### config.mk
export PLATFORM = sky130hd
export DESIGN_NAME = decode_stage_0
export DESIGN_NICKNAME = d
export VERILOG_FILES = /design/src/hdl/decode_pkg.sv /design/src/hdl/prefix_scan.sv /design/src/hdl/opcode_decode.sv /design/src/hdl/modrm_decode.sv /design/src/hdl/field_align.sv /design/src/hdl/decode_control.sv /design/src/hdl/decode_stage_0.sv
export SDC_FILE = /design/constraint.sdc
export NUM_CORES = 1
export LEC_CHECK = 0
export BUFFER_PORTS_ARGS = -buffer_cell sky130_fd_sc_hd__buf_2
export CORE_ASPECT_RATIO = 1.4
export CORE_MARGIN = 2
export CORE_UTILIZATION = 32
export DETAILED_ROUTE_END_ITERATION = 10
export GPL_TIMING_DRIVEN = 0
export HOLD_SLACK_MARGIN = 0.06
export PLACE_DENSITY = 0.7
export SETUP_SLACK_MARGIN = 0.2
export SKIP_LAST_GASP = 1
export SLEW_MARGIN = 20
export SYNTH_ARGS = -nofsm -noshare
export SYNTH_HDL_FRONTEND = slang
export SYNTH_SLANG_ARGS = --single-unit
export TNS_END_PERCENT = 50
### constraint.sdc
create_clock -name clk -period 12.2 [get_ports clk]
set_input_delay 0.61 -clock clk [delete_from_list [all_inputs] [get_ports clk]]
set_output_delay 0.61 -clock clk [all_outputs]
set_load 0.02 [all_outputs]
### src/hdl/decode_pkg.sv
////////////////////////////////////////////////////////////
// Shared types of the stage 0 decoder. Window byte 0 sits in
// the top byte of every window word. Fields are left-aligned.
////////////////////////////////////////////////////////////

package decode_pkg;

   localparam int unsigned addr_w         = 32;
   localparam int unsigned window_bytes   = 16;
   localparam int unsigned max_insn_bytes = 15;

   // Fetch side, 166 bits
   typedef struct packed {
      logic [window_bytes*8-1:0] window;
      logic [4:0]                valid_bytes;
      logic [addr_w-1:0]         pc;
      logic                      branch_taken;
   } fetch_bundle_t;

   // Opcode table lookup, 27 bits
   typedef struct packed {
      logic [15:0] opcode;
      logic [1:0]  opcode_bytes;
      logic        has_modrm;
      logic [2:0]  imm_bytes;
      logic [2:0]  rom_control;
      logic        rom_in_control;
      logic        is_halt;
   } opcode_info_t;

   // ModRM then SIB, 21 bits
   typedef struct packed {
      logic [15:0] addressing;
      logic [1:0]  addressing_bytes;
      logic [2:0]  disp_bytes;
   } addressing_info_t;

   // Stage 0 pipe, 170 bits
   typedef struct packed {
      logic [23:0]       prefix;
      logic [1:0]        prefix_bytes;
      logic              size_override;
      logic [15:0]       opcode;
      logic [1:0]        opcode_bytes;
      logic [15:0]       addressing;
      logic [1:0]        addressing_bytes;
      logic [2:0]        disp_bytes;
      logic [2:0]        imm_bytes;
      // Displacement first, then immediate
      logic [63:0]       disp_n_imm;
      logic [2:0]        rom_control;
      logic              rom_in_control;
      logic [addr_w-1:0] pc;
      logic              branch_taken;
   } stage0_bundle_t;

endpackage

### src/hdl/prefix_scan.sv
////////////////////////////////////////////////////////////
// Counts up to three leading legacy prefixes. The 67 prefix
// is not recognised and ends the scan like any opcode byte.
////////////////////////////////////////////////////////////

module prefix_scan (
   input  logic [23:0] window,
   output logic [1:0]  prefix_bytes,
   output logic        size_override
);

   logic [7:0] byte_0, byte_1, byte_2;
   logic       run_0, run_1, run_2;

   function automatic logic is_prefix(input logic [7:0] b);
      case (b)
         8'h66, 8'hF0, 8'hF2, 8'hF3: is_prefix = 1'b1;
         // Segment overrides
         8'h26, 8'h2E, 8'h36, 8'h3E, 8'h64, 8'h65: is_prefix = 1'b1;
         default: is_prefix = 1'b0;
      endcase
   endfunction

   assign byte_0 = window[23:16];
   assign byte_1 = window[15:8];
   assign byte_2 = window[7:0];

   // Prefixes only count while the run is unbroken
   assign run_0 = is_prefix(byte_0);
   assign run_1 = run_0 & is_prefix(byte_1);
   assign run_2 = run_1 & is_prefix(byte_2);

   assign prefix_bytes = run_2 ? 2'd3 :
                         run_1 ? 2'd2 :
                         run_0 ? 2'd1 : 2'd0;

   assign size_override = (run_0 && byte_0 == 8'h66) ||
                          (run_1 && byte_1 == 8'h66) ||
                          (run_2 && byte_2 == 8'h66);

endmodule

### src/hdl/opcode_decode.sv
////////////////////////////////////////////////////////////
// Opcode table for the supported subset. Anything else is
// a one byte opcode with no ModRM and no immediate.
////////////////////////////////////////////////////////////

module opcode_decode (
   input  logic [15:0]               opcode_window,
   input  logic                      size_override,
   output decode_pkg::opcode_info_t  info
);

   logic [7:0] first_byte;
   logic [7:0] second_byte;
   logic       escape;
   logic [2:0] full_imm;

   assign first_byte  = opcode_window[15:8];
   assign second_byte = opcode_window[7:0];
   assign escape      = (first_byte == 8'h0F);

   // Word or dword immediate, picked by 66
   assign full_imm = size_override ? 3'd2 : 3'd4;

   always_comb begin
      info              = '0;
      info.opcode_bytes = escape ? 2'd2 : 2'd1;
      info.opcode       = escape ? opcode_window : {first_byte, 8'h00};

      if (escape) begin
         case (second_byte) inside
            // IMUL r, r/m
            8'hAF: begin
               info.has_modrm = 1'b1;
            end
            // Jcc rel
            [8'h80:8'h8F]: begin
               info.imm_bytes = full_imm;
            end
            default: ;
         endcase
      end else begin
         case (first_byte) inside
            8'h00, 8'h01, 8'h02, 8'h03, [8'h88:8'h8B]: begin
               info.has_modrm = 1'b1;
            end
            8'h04, 8'hEB: begin
               info.imm_bytes = 3'd1;
            end
            8'h05, [8'hB8:8'hBF]: begin
               info.imm_bytes = full_imm;
            end
            // CALL goes through the ROM
            8'hE8: begin
               info.imm_bytes      = full_imm;
               info.rom_in_control = 1'b1;
               info.rom_control    = 3'd1;
            end
            8'hC3: begin
               info.rom_in_control = 1'b1;
               info.rom_control    = 3'd2;
            end
            8'hC6: begin
               info.has_modrm = 1'b1;
               info.imm_bytes = 3'd1;
            end
            8'hC7: begin
               info.has_modrm = 1'b1;
               info.imm_bytes = full_imm;
            end
            8'hF4: begin
               info.is_halt = 1'b1;
            end
            // NOP and unknown opcodes
            default: ;
         endcase
      end
   end

endmodule

### src/hdl/modrm_decode.sv
////////////////////////////////////////////////////////////
// 32-bit addressing forms only. Displacement is 0, 1 or 4
// bytes and an SIB byte follows rm 100 in memory forms.
////////////////////////////////////////////////////////////

module modrm_decode (
   input  logic [15:0]                   addressing_window,
   input  logic                          has_modrm,
   output decode_pkg::addressing_info_t  info
);

   logic [1:0] mode;
   logic [2:0] rm;
   logic [2:0] sib_base;
   logic       has_sib;

   assign mode     = addressing_window[15:14];
   assign rm       = addressing_window[10:8];
   assign sib_base = addressing_window[2:0];
   assign has_sib  = has_modrm && mode != 2'b11 && rm == 3'b100;

   always_comb begin
      info = '0;
      if (has_modrm) begin
         info.addressing_bytes = has_sib ? 2'd2 : 2'd1;
         info.addressing       = has_sib ? addressing_window
                                         : {addressing_window[15:8], 8'h00};
         case (mode)
            2'b01: info.disp_bytes = 3'd1;
            2'b10: info.disp_bytes = 3'd4;
            // disp32 without base, direct or through SIB
            2'b00: begin
               if (rm == 3'b101 || (has_sib && sib_base == 3'b101))
                  info.disp_bytes = 3'd4;
            end
            default: info.disp_bytes = 3'd0;
         endcase
      end
   end

   always_comb begin
      assert (info.disp_bytes inside {3'd0, 3'd1, 3'd4})
         else $error("illegal displacement size %0d", info.disp_bytes);
   end

endmodule

### src/hdl/field_align.sv
////////////////////////////////////////////////////////////
// Aligns each field to the top of its word. pc and
// branch_taken of s0 are left at zero here.
////////////////////////////////////////////////////////////

module field_align (
   input  logic [127:0]                  window,
   input  logic [1:0]                    prefix_bytes,
   input  logic                          size_override,
   input  decode_pkg::opcode_info_t      opcode_info,
   input  decode_pkg::addressing_info_t  addressing_info,
   output logic [15:0]                   opcode_window,
   output logic [15:0]                   addressing_window,
   output logic [4:0]                    length,
   output decode_pkg::stage0_bundle_t    s0
);

   logic [2:0]   po_bytes;
   logic [2:0]   poa_bytes;
   logic [3:0]   disp_imm_bytes;
   logic [127:0] after_prefix, after_opcode, after_addressing;

   // Running byte offsets, at most 3 + 2 + 2
   assign po_bytes       = {1'b0, prefix_bytes} + {1'b0, opcode_info.opcode_bytes};
   assign poa_bytes      = po_bytes + {1'b0, addressing_info.addressing_bytes};
   assign disp_imm_bytes = {1'b0, addressing_info.disp_bytes} + {1'b0, opcode_info.imm_bytes};
   assign length         = {2'b00, poa_bytes} + {1'b0, disp_imm_bytes};

   assign after_prefix     = window << {prefix_bytes, 3'b000};
   assign after_opcode     = window << {po_bytes, 3'b000};
   assign after_addressing = window << {poa_bytes, 3'b000};

   assign opcode_window     = after_prefix[127:112];
   assign addressing_window = after_opcode[127:112];

   always_comb begin
      s0                  = '0;
      // Only the counted prefix bytes, left-aligned
      s0.prefix           = window[127:104] & ~(24'hFF_FFFF >> {prefix_bytes, 3'b000});
      s0.prefix_bytes     = prefix_bytes;
      s0.size_override    = size_override;
      s0.opcode           = opcode_info.opcode;
      s0.opcode_bytes     = opcode_info.opcode_bytes;
      s0.addressing       = addressing_info.addressing;
      s0.addressing_bytes = addressing_info.addressing_bytes;
      s0.disp_bytes       = addressing_info.disp_bytes;
      s0.imm_bytes        = opcode_info.imm_bytes;
      s0.disp_n_imm       = after_addressing[127:64];
      s0.rom_control      = opcode_info.rom_control;
      s0.rom_in_control   = opcode_info.rom_in_control;
   end

   always_comb begin
      assert (length <= 5'(decode_pkg::max_insn_bytes))
         else $error("instruction length %0d too long", length);
   end

endmodule

### src/hdl/decode_control.sv
////////////////////////////////////////////////////////////
// Valid/ready gating for one instruction at a time. Halt is
// the only state and needs flush or handle_int to clear.
////////////////////////////////////////////////////////////

module decode_control (
   input  logic       clk,
   input  logic       arst_n,
   input  logic       flush,
   input  logic       handle_int,
   input  logic       f_valid,
   input  logic [4:0] valid_bytes,
   input  logic [4:0] length,
   input  logic       is_halt,
   input  logic       s0_ready,
   output logic       f_ready,
   output logic       s0_valid,
   output logic       halt
);

   logic partial;
   logic transfer;
   logic halt_q;

   // Window does not yet hold the whole instruction
   assign partial = (valid_bytes < length);

   assign s0_valid = f_valid & ~partial & ~halt_q;
   assign f_ready  = s0_valid & s0_ready;
   assign transfer = f_ready;
   assign halt     = halt_q;

   always_ff @(posedge clk or negedge arst_n) begin
      if (!arst_n) begin
         halt_q <= 1'b0;
      end else if (flush || handle_int) begin
         halt_q <= 1'b0;
      end else if (transfer && is_halt) begin
         halt_q <= 1'b1;
      end
   end

   // HLT leaving the stage stops the next instruction
   hlt_stops_next: assert property (@(posedge clk) disable iff (!arst_n)
      (transfer && is_halt && !flush && !handle_int) |=> !s0_valid);

   // Held halt keeps valid low
   halt_holds: assert property (@(posedge clk) disable iff (!arst_n)
      (halt && !flush && !handle_int) |=> !s0_valid);

   ready_needs_stage: assert property (@(posedge clk) disable iff (!arst_n)
      f_ready |-> s0_ready);

endmodule

### src/hdl/decode_stage_0.sv
////////////////////////////////////////////////////////////
// Stage 0 of the decoder. Fetch to s0 is combinational and
// f_bytes_read is the decoded length.
////////////////////////////////////////////////////////////

module decode_stage_0 (
   // Clock and reset
   input  logic                       clk,
   input  logic                       arst_n,

   // Control
   input  logic                       flush,
   input  logic                       handle_int,
   output logic                       halt,

   // Fetch side
   input  logic                       f_valid,
   input  decode_pkg::fetch_bundle_t  fetch,
   output logic                       f_ready,
   output logic [4:0]                 f_bytes_read,

   // Stage side
   output logic                       s0_valid,
   output decode_pkg::stage0_bundle_t s0,
   input  logic                       s0_ready
);

   logic [1:0]                   prefix_bytes;
   logic                         size_override;
   logic [15:0]                  opcode_window;
   logic [15:0]                  addressing_window;
   logic [4:0]                   length;
   decode_pkg::opcode_info_t     opcode_info;
   decode_pkg::addressing_info_t addressing_info;
   decode_pkg::stage0_bundle_t   s0_fields;

   prefix_scan u_prefix_scan (
      .window        (fetch.window[127:104]),
      .prefix_bytes  (prefix_bytes),
      .size_override (size_override)
   );

   opcode_decode u_opcode_decode (
      .opcode_window (opcode_window),
      .size_override (size_override),
      .info          (opcode_info)
   );

   modrm_decode u_modrm_decode (
      .addressing_window (addressing_window),
      .has_modrm         (opcode_info.has_modrm),
      .info              (addressing_info)
   );

   field_align u_field_align (
      .window            (fetch.window),
      .prefix_bytes      (prefix_bytes),
      .size_override     (size_override),
      .opcode_info       (opcode_info),
      .addressing_info   (addressing_info),
      .opcode_window     (opcode_window),
      .addressing_window (addressing_window),
      .length            (length),
      .s0                (s0_fields)
   );

   decode_control u_decode_control (
      .clk         (clk),
      .arst_n      (arst_n),
      .flush       (flush),
      .handle_int  (handle_int),
      .f_valid     (f_valid),
      .valid_bytes (fetch.valid_bytes),
      .length      (length),
      .is_halt     (opcode_info.is_halt),
      .s0_ready    (s0_ready),
      .f_ready     (f_ready),
      .s0_valid    (s0_valid),
      .halt        (halt)
   );

   assign f_bytes_read = length;

   // pc and branch_taken ride along from fetch
   always_comb begin
      s0              = s0_fields;
      s0.pc           = fetch.pc;
      s0.branch_taken = fetch.branch_taken;
   end

endmodule

==> run metrics <==
result of the run finished clean; commonest non-fill, non-tap cell in the layout buf_2; critical path class primary input to output pin; vias per inst 5.843; most used flip-flop cell after synthesis dfrtp_1; Pleak 3.900 nW; full die area 0.01981 sq mm; Seq pwr share 0.8%; WP data arrival 10.92 ns; I/O pin total 350; post-synth top area share 18.92%; Post-Layout Inst Area 0.007848 sq mm; overall routing resource usage 30.90%; clock latency on the worst-skew pair 0 ns; Crit-path slowest cell clkdlybuf4s15_1; Worst Skew 0 ns; WP data required 11.59 ns; Final Slew Violations 0; final setup vio count 0; Psw 0.0002518 W; final setup TNS 0 ns; Clock transition at path regs 0 ns; nature of the critical path startpoint primary input; Core ar. 0.01846 sq mm; GP Congestion 0.9807; Netlist cell types 73; worst reg2reg setup slack 10.92 ns; Worst-Margin Slew 1.071 ns; internal power 0.0001528 W; biggest area consumer among synthesized cells mux2i_1; Synth Cell Area 0.005979 sq mm; Layout area overhead 31.24%; Syn Area/Cell 7.026 sq um; # hold bufs at CTS 0; EDFF count, synth 0; met1 usage 35.42%; P per Cell Area 51.56 mW/mm^2; Tot Pwr 0.0004046 W; Hold WC Path Type primary input to async pin; die width 119.5 microns; fin crit share 94.52%; Clk network pwr share 0%; yosys warns 0; dominant cells by area after synthesis mux2i_1 (19%), mux4_2 (12%), nand2_1 (6.8%); Max FO, Critical Path 12; DRC 0; min cycle time layout 11.53 ns; dpl cell area 0.007810 sq mm; Crit. End Element output pin; post-DR wirelength/cell 23.17 microns; FF+latch count, synth 1; total gr overflow 0; Routed Antenna Nets 0; vias post-DR 8,209; fmax 86.72 MHz; Fin. Hold Viols 0; most frequent cells in the layout buf_2 (309), mux2i_1 (113), nand2_1 (109); Sw Ratio 62.23%; Net count, final 1,347; first-pass GRT wire length 47.58 mm; Hold WS 0.3849 ns; combinational power share 99.2%; Max VDD drop 18.40 uV; RSZ-0062 raised after global routing no; Post-Syn Instances 851; drt pass-1 iters 5; max reg flops 1; initial antenna violation count 2; worst rel slew slack 28.58%; layer with the highest usage met2; Die Ht 165.7 microns; largest net degree at the start of global routing 13; DP HPWL 26.47 mm; drt initial violations 702; met3 Use GR 2.713%; GR Util met2 57.54%; FFs w/ async S/R, synth 100.0%; port bufs 304; layout cell share with drive strength beyond 1 38.22%; vias in the first global route 8,063; # rows 59; sequential area share after synthesis 0.4185%; Fillers 2,068; MaxCap Viol Count 0; Detailed Route WL 32.55 mm; Initial Util 32.40%; CP max stage delay 0.57 ns
area by class of cell:
cell class,instances,area (sq um),share of cell area (%)
Inverter,31,116.4,1.483
Antenna cell,2,5.005,0.06378
Sequential cell,1,25.02,0.3189
Buffer,111,598.1,7.621
Timing Repair Buffer,307,1544,19.67
Multi-Input combinational cell,709,5254,66.95
Tap cell,244,305.3,3.890
layer usage:
metal / wire length (microns) / up-vias / part of all wire, %
met5: 0 / - / 0
met4: 1661 / 0 / 5.1
met3: 2725 / 121 / 8.4
met2: 16540 / 590 / 51
met1: 11630 / 3816 / 36
li1: - / 3682 / -
synthesized netlist by cell type, types with 3 or more instances:
master,n
and3_1,15
a221o_1,3
nand3b_1,5
o31ai_1,7
buf_4,38
a211oi_1,15
o21a_1,3
a21oi_1,56
buf_6,3
inv_1,29
clkbuf_1,49
fa_1,5
buf_2,5
nor3_1,15
ha_1,9
and2_1,21
or3_1,6
mux2_2,25
buf_1,16
nand2b_1,8
nor4bb_1,3
nand2_1,109
nor2b_1,13
o21ai_0,60
o211ai_1,7
nor2_1,90
a211o_1,3
nor4_1,5
mux2i_1,113
a31o_2,6
or2_2,5
nand3_1,13
nand4_1,3
mux4_2,33
power by group through the flow:
stage | clock network (W) | registers (W) | logic [W]
finish | 0.0000000000219 | 0.00000338 | 0.000401
global route | 0.0000000000219 | 0.00000338 | 0.000425
CTS | 0 | 0.00000338 | 0.000393
detailed placement | 0 | 0.00000338 | 0.000391
global placement | 0 | 0.00000338 | 0.000390
floorplan | 0 | 0.00000338 | 0.000250
path summary, 6_finish.rpt:
check	from	endpoint	depth (start not counted)
min in group clk	u_decode_control.halt	u_decode_control.halt	2
min	arst_n	u_decode_control.halt	1
max	fetch[147]	f_ready	38
max in group asynchronous	arst_n	u_decode_control.halt	1
max reg2reg	u_decode_control.halt	u_decode_control.halt	6
min reg2reg	u_decode_control.halt	u_decode_control.halt	2
metrics by stage:
step | std cells | worst slack [ns] | utilization, %
after detailed placement | 1400 | 0.2680 | 42.32
after floorplan | 852 | 1.906 | -
final | 1405 | 0.6687 | 42.52
after global routing | 1405 | 0.2142 | 42.52
after global placement | 1400 | 0.3187 | 42.32
after CTS | 1400 | 0.2201 | 42.32
cells by family (layout without fill, tap and decap cells):
family	after synthesis	in the layout	synth area share, %
AND/OR/NAND/NOR	323	323	26.07
multiplexers	171	171	36.05
XOR/XNOR	2	2	0.2930
buffers and inverters	142	449	11.78
other	1	4	0.06271
flip-flops	1	1	0.4184
adder cells (fa/ha/maj)	14	14	3.557
AO/OA/AOI/OAI	197	197	21.76
critical path: cells and delay by family:
family	cells	cell delay, ns
AO/OA/AOI/OAI	7	1.22
multiplexers	2	0.59
buffers and inverters	14	4.52
adder cells (fa/ha/maj)	7	2.20
AND/OR/NAND/NOR	8	1.75
what timing repair did:
item / 4_1_cts / 5_1_grt
setup buffers: 0 / 3
gates resized for setup: 0 / 7
endpoints found under the setup margin: 0 / 3
Note: power is estimated with default switching activity, not from simulation.
